===== src/design/ing_pkg.sv =====
////////////////////////////////////////////////////////////////////////////
// MPLS ingress shared definitions
////////////////////////////////////////////////////////////////////////////

package ing_pkg;

  ////////////////////////////////////////////////////////////////////////////
  // Converged bus

  // Bytes per converged word and its bit width
  localparam int OUT_BYTES = 8;
  localparam int OUT_W = OUT_BYTES * 8;
  // Lane counter wide enough to address any byte of a word
  localparam int LANE_W = $clog2(OUT_BYTES);

  ////////////////////////////////////////////////////////////////////////////
  // Physical ports

  localparam int NUM_PORTS = 3;
  // Port index travels on tuser
  localparam int PORT_IDX_W = 2;
  // Bytes per beat on ports 0, 1 and 2
  localparam int PORT_BYTES [NUM_PORTS] = '{1, 2, 4};

  ////////////////////////////////////////////////////////////////////////////
  // Packet buffers

  localparam int BUF_WORDS = 16;
  localparam int BUF_ADDR_W = $clog2(BUF_WORDS);
  // Extra wrap bit tells full from empty
  localparam int BUF_PTR_W = BUF_ADDR_W + 1;

  // Arbiter states
  typedef enum logic {
    ARB_IDLE = 1'b0,
    ARB_PKT  = 1'b1
  } arb_state_t;

endpackage


===== src/design/ing_width_pack.sv =====
////////////////////////////////////////////////////////////////////////////
// Narrow port to converged word packer
////////////////////////////////////////////////////////////////////////////

module ing_width_pack #(
  parameter int IN_BYTES = 1
) (
  input  logic                          clk,
  input  logic                          rst,
  // Physical port, every valid beat is full and is always taken
  input  logic                          in_tvalid,
  input  logic [IN_BYTES*8-1:0]         in_tdata,
  input  logic                          in_tlast,
  // Packed words toward the packet buffer
  output logic                          pk_valid,
  output logic [ing_pkg::OUT_W-1:0]     pk_data,
  output logic [ing_pkg::OUT_BYTES-1:0] pk_keep,
  output logic                          pk_last
);

  // Byte lane where the next beat lands
  logic [ing_pkg::LANE_W-1:0]    lane;
  // Partially filled word
  logic [ing_pkg::OUT_W-1:0]     word_q;
  // Word with the current beat merged in
  logic [ing_pkg::OUT_W-1:0]     word_next;
  logic [ing_pkg::OUT_BYTES-1:0] keep_next;
  logic                          word_full;
  logic                          emit;

  ////////////////////////////////////////////////////////////////////////////
  // Beat placement

  always_comb begin
    word_next = word_q;
    word_next[lane*8 +: IN_BYTES*8] = in_tdata;
    // Keep covers every lane filled so far, low lanes first
    for (int b = 0; b < ing_pkg::OUT_BYTES; b++) begin
      keep_next[b] = (b < int'(lane) + IN_BYTES);
      // Unfilled lanes of a short last word go out as zero
      if (!keep_next[b]) begin
        word_next[b*8 +: 8] = 8'h00;
      end
    end
    word_full = (int'(lane) + IN_BYTES) == ing_pkg::OUT_BYTES;
  end

  // Emit on a full word or at end of packet
  assign emit = in_tvalid && (word_full || in_tlast);

  ////////////////////////////////////////////////////////////////////////////
  // Control

  always_ff @(posedge clk) begin
    if (rst) begin
      lane     <= '0;
      pk_valid <= 1'b0;
    end else begin
      pk_valid <= emit;
      if (emit) begin
        // Next packet or next word starts at lane 0
        lane <= '0;
      end else if (in_tvalid) begin
        lane <= lane + ing_pkg::LANE_W'(IN_BYTES);
      end
    end
  end

  // Payload path
  always_ff @(posedge clk) begin
    if (in_tvalid) begin
      word_q <= word_next;
    end
    if (emit) begin
      pk_data <= word_next;
      pk_keep <= keep_next;
      pk_last <= in_tlast;
    end
  end

endmodule


===== src/design/ing_pkt_buffer.sv =====
////////////////////////////////////////////////////////////////////////////
// Per-port packet buffer
////////////////////////////////////////////////////////////////////////////

module ing_pkt_buffer (
  input  logic                          clk,
  input  logic                          rst,
  // Packed words, no back-pressure on this side
  input  logic                          pk_valid,
  input  logic [ing_pkg::OUT_W-1:0]     pk_data,
  input  logic [ing_pkg::OUT_BYTES-1:0] pk_keep,
  input  logic                          pk_last,
  // Committed packets toward the arbiter
  output logic                          buf_tvalid,
  output logic [ing_pkg::OUT_W-1:0]     buf_tdata,
  output logic [ing_pkg::OUT_BYTES-1:0] buf_tkeep,
  output logic                          buf_tlast,
  input  logic                          buf_tready,
  // One cycle pulse when a packet is dropped
  output logic                          overflow
);

  // Word storage
  logic [ing_pkg::OUT_W-1:0]     mem_data [ing_pkg::BUF_WORDS];
  logic [ing_pkg::OUT_BYTES-1:0] mem_keep [ing_pkg::BUF_WORDS];
  logic                          mem_last [ing_pkg::BUF_WORDS];

  // Write, commit and read pointers with wrap bit
  logic [ing_pkg::BUF_PTR_W-1:0] wr_ptr;
  logic [ing_pkg::BUF_PTR_W-1:0] cm_ptr;
  logic [ing_pkg::BUF_PTR_W-1:0] rd_ptr;
  // Words held, committed or not
  logic [ing_pkg::BUF_PTR_W-1:0] used;
  logic                          full;
  // Discarding the tail of a dropped packet
  logic                          drop_q;
  logic                          wr_en;

  assign used  = wr_ptr - rd_ptr;
  assign full  = used == ing_pkg::BUF_WORDS;
  assign wr_en = pk_valid && !drop_q && !full;

  ////////////////////////////////////////////////////////////////////////////
  // Write side

  always_ff @(posedge clk) begin
    if (rst) begin
      wr_ptr   <= '0;
      cm_ptr   <= '0;
      drop_q   <= 1'b0;
      overflow <= 1'b0;
    end else begin
      overflow <= 1'b0;
      if (pk_valid && drop_q) begin
        // Skip until the dropped packet ends
        if (pk_last) begin
          drop_q <= 1'b0;
        end
      end else if (pk_valid && full) begin
        // No room, roll back the whole uncommitted packet
        wr_ptr   <= cm_ptr;
        overflow <= 1'b1;
        drop_q   <= !pk_last;
      end else if (wr_en) begin
        wr_ptr <= wr_ptr + 1'b1;
        // Last word makes the packet visible to the reader
        if (pk_last) begin
          cm_ptr <= wr_ptr + 1'b1;
        end
      end
    end
  end

  always_ff @(posedge clk) begin
    if (wr_en) begin
      mem_data[wr_ptr[ing_pkg::BUF_ADDR_W-1:0]] <= pk_data;
      mem_keep[wr_ptr[ing_pkg::BUF_ADDR_W-1:0]] <= pk_keep;
      mem_last[wr_ptr[ing_pkg::BUF_ADDR_W-1:0]] <= pk_last;
    end
  end

  ////////////////////////////////////////////////////////////////////////////
  // Read side

  // Only committed words are offered
  assign buf_tvalid = rd_ptr != cm_ptr;
  assign buf_tdata  = mem_data[rd_ptr[ing_pkg::BUF_ADDR_W-1:0]];
  assign buf_tkeep  = mem_keep[rd_ptr[ing_pkg::BUF_ADDR_W-1:0]];
  assign buf_tlast  = mem_last[rd_ptr[ing_pkg::BUF_ADDR_W-1:0]];

  always_ff @(posedge clk) begin
    if (rst) begin
      rd_ptr <= '0;
    end else if (buf_tvalid && buf_tready) begin
      rd_ptr <= rd_ptr + 1'b1;
    end
  end

endmodule


===== src/design/ing_rr_mux.sv =====
////////////////////////////////////////////////////////////////////////////
// Round-robin packet arbiter
////////////////////////////////////////////////////////////////////////////

module ing_rr_mux (
  input  logic                                            clk,
  input  logic                                            rst,
  // Port buffers, word p sits at slice p
  input  logic [ing_pkg::NUM_PORTS-1:0]                   buf_tvalid,
  input  logic [ing_pkg::NUM_PORTS*ing_pkg::OUT_W-1:0]     buf_tdata,
  input  logic [ing_pkg::NUM_PORTS*ing_pkg::OUT_BYTES-1:0] buf_tkeep,
  input  logic [ing_pkg::NUM_PORTS-1:0]                   buf_tlast,
  output logic [ing_pkg::NUM_PORTS-1:0]                   buf_tready,
  // Converged bus
  output logic                                            out_tvalid,
  output logic [ing_pkg::OUT_W-1:0]                       out_tdata,
  output logic [ing_pkg::OUT_BYTES-1:0]                   out_tkeep,
  output logic                                            out_tlast,
  output logic [ing_pkg::PORT_IDX_W-1:0]                  out_tuser,
  input  logic                                            out_tready
);

  ing_pkg::arb_state_t             state;
  // Port that owns the bus for the current packet
  logic [ing_pkg::PORT_IDX_W-1:0] grant;
  // Highest priority port for the next packet
  logic [ing_pkg::PORT_IDX_W-1:0] ptr;
  logic [ing_pkg::PORT_IDX_W-1:0] pick;
  logic                           last_acc;

  ////////////////////////////////////////////////////////////////////////////
  // Pick the first valid port at or after the pointer

  always_comb begin
    int idx;
    pick = ptr;
    // Walk backwards so the nearest port wins
    for (int i = ing_pkg::NUM_PORTS - 1; i >= 0; i--) begin
      idx = (int'(ptr) + i) % ing_pkg::NUM_PORTS;
      if (buf_tvalid[idx]) begin
        pick = ing_pkg::PORT_IDX_W'(idx);
      end
    end
  end

  // Forward the granted buffer while a packet is open
  always_comb begin
    buf_tready = '0;
    out_tvalid = 1'b0;
    out_tdata  = buf_tdata[grant*ing_pkg::OUT_W +: ing_pkg::OUT_W];
    out_tkeep  = buf_tkeep[grant*ing_pkg::OUT_BYTES +: ing_pkg::OUT_BYTES];
    out_tlast  = buf_tlast[grant];
    out_tuser  = grant;
    if (state == ing_pkg::ARB_PKT) begin
      out_tvalid        = buf_tvalid[grant];
      buf_tready[grant] = out_tready;
    end
  end

  assign last_acc = out_tvalid && out_tready && out_tlast;

  ////////////////////////////////////////////////////////////////////////////
  // Grant FSM

  always_ff @(posedge clk) begin
    if (rst) begin
      state <= ing_pkg::ARB_IDLE;
      grant <= '0;
      ptr   <= '0;
    end else begin
      case (state)
        ing_pkg::ARB_IDLE: begin
          // Lock the grant before any word is offered
          if (|buf_tvalid) begin
            grant <= pick;
            state <= ing_pkg::ARB_PKT;
          end
        end
        default: begin
          if (last_acc) begin
            state <= ing_pkg::ARB_IDLE;
            // Rotate priority past the port just served
            if (grant == ing_pkg::PORT_IDX_W'(ing_pkg::NUM_PORTS - 1)) begin
              ptr <= '0;
            end else begin
              ptr <= grant + 1'b1;
            end
          end
        end
      endcase
    end
  end

endmodule


===== src/design/mpls_ingress.sv =====
////////////////////////////////////////////////////////////////////////////
// MPLS ingress front end
////////////////////////////////////////////////////////////////////////////

module mpls_ingress (
  input  logic                                  clk,
  input  logic                                  rst,
  // Physical port 0
  input  logic                                  p0_tvalid,
  input  logic [ing_pkg::PORT_BYTES[0]*8-1:0]   p0_tdata,
  input  logic                                  p0_tlast,
  // Physical port 1
  input  logic                                  p1_tvalid,
  input  logic [ing_pkg::PORT_BYTES[1]*8-1:0]   p1_tdata,
  input  logic                                  p1_tlast,
  // Physical port 2
  input  logic                                  p2_tvalid,
  input  logic [ing_pkg::PORT_BYTES[2]*8-1:0]   p2_tdata,
  input  logic                                  p2_tlast,
  // Converged bus
  output logic                                  out_tvalid,
  output logic [ing_pkg::OUT_W-1:0]             out_tdata,
  output logic [ing_pkg::OUT_BYTES-1:0]         out_tkeep,
  output logic                                  out_tlast,
  output logic [ing_pkg::PORT_IDX_W-1:0]        out_tuser,
  input  logic                                  out_tready,
  // Per-port drop pulses
  output logic [ing_pkg::NUM_PORTS-1:0]         overflow
);

  // Packer to buffer
  logic                          pk_valid [ing_pkg::NUM_PORTS];
  logic [ing_pkg::OUT_W-1:0]     pk_data  [ing_pkg::NUM_PORTS];
  logic [ing_pkg::OUT_BYTES-1:0] pk_keep  [ing_pkg::NUM_PORTS];
  logic                          pk_last  [ing_pkg::NUM_PORTS];

  // Buffer to arbiter, packed per port
  logic [ing_pkg::NUM_PORTS-1:0]                   buf_tvalid;
  logic [ing_pkg::NUM_PORTS*ing_pkg::OUT_W-1:0]     buf_tdata;
  logic [ing_pkg::NUM_PORTS*ing_pkg::OUT_BYTES-1:0] buf_tkeep;
  logic [ing_pkg::NUM_PORTS-1:0]                   buf_tlast;
  logic [ing_pkg::NUM_PORTS-1:0]                   buf_tready;

  ////////////////////////////////////////////////////////////////////////////
  // Width packing, one per physical port

  ing_width_pack #(.IN_BYTES(ing_pkg::PORT_BYTES[0])) u_pack0 (
    .clk(clk), .rst(rst),
    .in_tvalid(p0_tvalid), .in_tdata(p0_tdata), .in_tlast(p0_tlast),
    .pk_valid(pk_valid[0]), .pk_data(pk_data[0]),
    .pk_keep(pk_keep[0]), .pk_last(pk_last[0])
  );

  ing_width_pack #(.IN_BYTES(ing_pkg::PORT_BYTES[1])) u_pack1 (
    .clk(clk), .rst(rst),
    .in_tvalid(p1_tvalid), .in_tdata(p1_tdata), .in_tlast(p1_tlast),
    .pk_valid(pk_valid[1]), .pk_data(pk_data[1]),
    .pk_keep(pk_keep[1]), .pk_last(pk_last[1])
  );

  ing_width_pack #(.IN_BYTES(ing_pkg::PORT_BYTES[2])) u_pack2 (
    .clk(clk), .rst(rst),
    .in_tvalid(p2_tvalid), .in_tdata(p2_tdata), .in_tlast(p2_tlast),
    .pk_valid(pk_valid[2]), .pk_data(pk_data[2]),
    .pk_keep(pk_keep[2]), .pk_last(pk_last[2])
  );

  // Packet buffers
  for (genvar p = 0; p < ing_pkg::NUM_PORTS; p++) begin : g_buf
    ing_pkt_buffer u_buf (
      .clk(clk), .rst(rst),
      .pk_valid(pk_valid[p]), .pk_data(pk_data[p]),
      .pk_keep(pk_keep[p]), .pk_last(pk_last[p]),
      .buf_tvalid(buf_tvalid[p]),
      .buf_tdata(buf_tdata[p*ing_pkg::OUT_W +: ing_pkg::OUT_W]),
      .buf_tkeep(buf_tkeep[p*ing_pkg::OUT_BYTES +: ing_pkg::OUT_BYTES]),
      .buf_tlast(buf_tlast[p]),
      .buf_tready(buf_tready[p]),
      .overflow(overflow[p])
    );
  end

  ////////////////////////////////////////////////////////////////////////////
  // Merge onto the converged bus

  ing_rr_mux u_mux (
    .clk(clk), .rst(rst),
    .buf_tvalid(buf_tvalid), .buf_tdata(buf_tdata),
    .buf_tkeep(buf_tkeep), .buf_tlast(buf_tlast), .buf_tready(buf_tready),
    .out_tvalid(out_tvalid), .out_tdata(out_tdata), .out_tkeep(out_tkeep),
    .out_tlast(out_tlast), .out_tuser(out_tuser), .out_tready(out_tready)
  );

endmodule


===== config.mk =====
export PLATFORM = sky130hd
export DESIGN_NAME = mpls_ingress
export DESIGN_NICKNAME = d
export VERILOG_FILES = /design/src/design/ing_pkg.sv /design/src/design/ing_width_pack.sv /design/src/design/ing_pkt_buffer.sv /design/src/design/ing_rr_mux.sv /design/src/design/mpls_ingress.sv
export SDC_FILE = /design/constraint.sdc
export NUM_CORES = 2
export LEC_CHECK = 0
export BUFFER_PORTS_ARGS = -buffer_cell sky130_fd_sc_hd__buf_2
export CORE_MARGIN = 3
export CORE_UTILIZATION = 58
export CTS_CLUSTER_SIZE = 10
export DETAILED_ROUTE_END_ITERATION = 6
export GPL_TIMING_DRIVEN = 0
export PLACE_DENSITY_LB_ADDON = 0.12
export SLEW_MARGIN = 15
export SYNTH_ARGS = -nofsm -noshare
export SYNTH_HDL_FRONTEND = slang
export SYNTH_SLANG_ARGS = --single-unit

===== constraint.sdc =====
create_clock -name clk -period 11 [get_ports clk]
set_input_delay 2.2 -clock clk [delete_from_list [all_inputs] [get_ports clk]]
set_output_delay 2.2 -clock clk [all_outputs]
set_load 0.03 [all_outputs]

==> metrics.md <==
| Metric | Value |
|---|---|
| Status | `finished, final reports clean` |
| CP Max Fanout | `10` |
| Die Wd | `505 um` |
| Initial Util | `58.5%` |
| Layout cells sized above 1 | `28.4%` |
| YS warnings | `0` |
| Drt via density | `~6.7` |
| Avg Synthesized Cell Area | `23.0 um^2` |
| Worst setup path endpoint | `out_tdata[40]` |
| Synth unique cells | `64` |
| Synth-to-layout area growth | `13.9%` |
| Pwr/cell area | `181 mW/mm^2` |
| Number of synthesized flops with an enable pin | `3696` |
| Vias in the first global route | `70.1k` |
| Slew @ Worst Pin | `1.28 ns` |
| Clock Latency Late Sink | `~1 ns` |
| H-tree depth | `5` |
| Number of fill cells | `about 16k` |
| Clk sinks | `3773` |
| Worst path max stage delay | `approximately 0.95 ns` |
| Critical Path AT | `5.70 ns` |
| Die area | `roughly 0.25 mm^2` |
| Area occupied by multi-input gates | `0.0305 mm^2` |
| CP Cell Sequence | `clkbuf_1 > clkbuf_1 > buf_2 > mux4_2 > mux4_2 > mux2i_1 > o21ai_0 > buf_2` |
| Row cnt | `182` |
| Pre-Repair DR Iteration Count | `6` |
| CORE AREA | `roughly 0.25 mm^2` |
| CTS Buffer Depth | `4` |
| Hold_ws | `roughly 0.51 ns` |
| Final Max Slew Viols | `0` |
| Dpl cells | `9922` |
| Most numerous cell in the Yosys netlist | `edfxtp_1` |
| IO Port Bufs | `~140` |
| Worst VDD drop | `0.163 mV` |
| Final HPWL DP | `approximately 240000 um` |
| DR DRC count | `0` |
| First-pass GRT wire length | `534000 um` |
| CP endpoint kind | `output pin` |
| Final setup violating endpoints | `0` |
| Register Area | `roughly 0.11 mm^2` |
| IO Count | `about 140` |
| Total vias in the final route | `70.9k` |
| GRT overflow | `0` |
| Number of gates resized after cts | `0` |
| Final cycle utilization of the critical path | `a little under three quarters` |
| Finished Cell Area | `0.164 mm^2` |
| Final nets | `7152` |
| Worst reg2reg path depth | `14` |
| Reg2reg setup slack | `around 6.3 ns` |
| Primary FF master, synth | `edfxtp_1` |
| Largest area contributor in the netlist | `edfxtp_1` |
| CTS tree | `built` |
| Post-route ant nets | `0` |
| Synth Net Count | `6389` |
| CP max-delay cell | `mux2i_1` |
| Fmax | `127 MHz` |
| MaxCap Viol Count | `0` |
| Post-synthesis register bit count | `3773` |
| Largest net degree at the start of global routing | `67` |
| DR WL/cell | `36.0 um` |
| Sequential-to-total area share from yosys stat | `~78%` |
| Antenna violations before repair | `41` |
| Reg2Reg Capture Point | `g_buf[0].u_buf.mem_data[0][1]` |
| Worst Skew | `about 0.069 ns` |
| Fin crit period | `approximately 8 ns` |
| Pleak | `50.9 nW` |
| Synth cell count leaders | `edfxtp_1, mux4_2, nand2_1` |
| Post-Syn Area | `0.144 mm^2` |
| Final std cells w/o fill | `around 11k` |
| Num CTS Buffers | `about 430` |
| Hold-fix buffers, CTS | `0` |
| Critical Path Source Type | `flip-flop` |
| Synth area leaders | `edfxtp_1, mux4_2, dfxtp_1` |
| DRT Wirelength | `about 380000 um` |
| RSZ-0062 raised after global routing | `no` |
| Final hold violation count | `0` |
| WS Path Type | `reg2out` |
| Hold crit path type | `reg2reg` |
| Initial drt markers | `approximately 11k` |
| Rel. slew slack | `12.1%` |
| Mapped Cells | `6282` |
| Clock root buffer | `clkbuf_16` |
| Placed cell areas | `0.153 mm^2` |
| Post-synth top area share | `76.9%` |
| GP Congestion | `0.861` |
| Post-CTS Setup Repair Bufs | `0` |
| Worst R2R Start | `g_buf[0].u_buf.rd_ptr[1]` |
| GRT Total Usage | `29.9%` |
| Final core occ | `66.6%` |
| CP required | `between 8 and 9 ns` |
| Die Ht | `about 500 um` |
| Clk slew on worst S/H paths | `0.06 ns` |
| Post-synthesis async set-or-reset flop share | `0%` |
## metrics by stage
step	power [W]	TNS [ns]	worst slack, ns
after floorplan	0.0170	0	3.54
after global placement	0.0176	-1735.40	-4.02
after CTS	0.0298	0	3.19
final	0.0297	0	3.10
after global routing	0.0304	0	2.94
after detailed placement	0.0177	0	4.26
## routing by layer
layer	up-vias	GRT usage (%)	part of all wire (%)
li1	27900	-	-
met1	38000	44.2	38
met2	4286	44.9	47
met3	671	6.19	11
met4	0	11.6	4.3
met5	-	0	0
## final cells by class
class	instances	share of cell area (%)
Clock inverter	13	0.0685
Inverter	50	0.114
Timing Repair Buffer	330	2.45
Clock buffer	553	6.96
Antenna cell	22	0.0335
Buffer	320	0.836
Tap cell	3312	2.52
Sequential cell	3773	68.5
Multi-Input combinational cell	2139	18.5
## worst max-delay path, delay by kind of cell, from the launching register on
family | cells | cell delay (ns)
AOI/OAI and AO/OA | 1 | 0.47
buffers and inverters | 4 | 1.96
muxes | 3 | 2.00
DFF | 1 | 0.31
## cell families after synthesis
| logic type | share of synthesized area, % |
|---|---|
| xor+xnor | 0.279 |
| flops | 78.0 |
| compound gates | 1.21 |
| buf+inv | 1.07 |
| fa+ha+maj | 0.364 |
| mux | 17.1 |
| simple gates | 1.99 |
## where the power goes
group	switching [W]	internal (W)	leakage [nW]
registers	0.000173	0.0159	34.3
clock network	0.00514	0.00713	5.61
logic	0.000947	0.000381	11.0
total	0.00626	0.0234	50.9
## registers in the layout, summed over array words and instances, names as in the netlist, 32 cells and up, named ones only
name                  count
u_pack1.pk_data          64
u_pack2.word_q           32
u_pack0.pk_data          64
u_pack2.pk_data          64
g_buf.u_buf.mem_keep    208
g_buf.u_buf.mem_last     48
u_pack0.word_q           64
g_buf.u_buf.mem_data   3072
u_pack1.word_q           64
## cell usage in the layout, fill, tap and decap left out, types with 14 or more instances in the layout
cell type	netlist	final
o21ai_0	85	85
diode_2	0	22
a31oi_1	14	14
dfxtp_1	77	77
mux2_2	37	37
xor2_1	23	23
buf_6	3	27
buf_12	0	54
edfxtp_1	3696	3696
buf_2	88	224
nor2b_1	82	81
buf_16	0	55
clkbuf_1	152	254
nand3_1	53	53
clkbuf_2	0	14
xnor2_1	23	23
nor3_1	22	14
nand2_1	192	192
mux2i_1	101	99
inv_1	46	46
a21oi_1	119	118
buf_1	72	65
ha_1	42	42
and2_1	62	38
buf_4	5	66
mux4_2	1032	1032
a22o_1	17	17
clkbuf_16	0	439
and2_4	0	24
nor2_1	119	105
## how the worst min path moves through the flow
stage                     startpoint               endpoint  cells after the start
4_1_cts             u_pack0.pk_valid  g_buf[0].u_buf.drop_q                      1
2_1_floorplan       u_pack0.pk_valid  g_buf[0].u_buf.drop_q                      1
3_5_place_dp   g_buf[1].u_buf.drop_q  g_buf[1].u_buf.drop_q                      2
3_3_place_gp        u_pack0.pk_valid  g_buf[0].u_buf.drop_q                      1
6_report            u_pack0.pk_valid  g_buf[0].u_buf.drop_q                      1
5_1_grt             u_pack0.pk_valid  g_buf[0].u_buf.drop_q                      1
(Power assumes the default switching activity.)
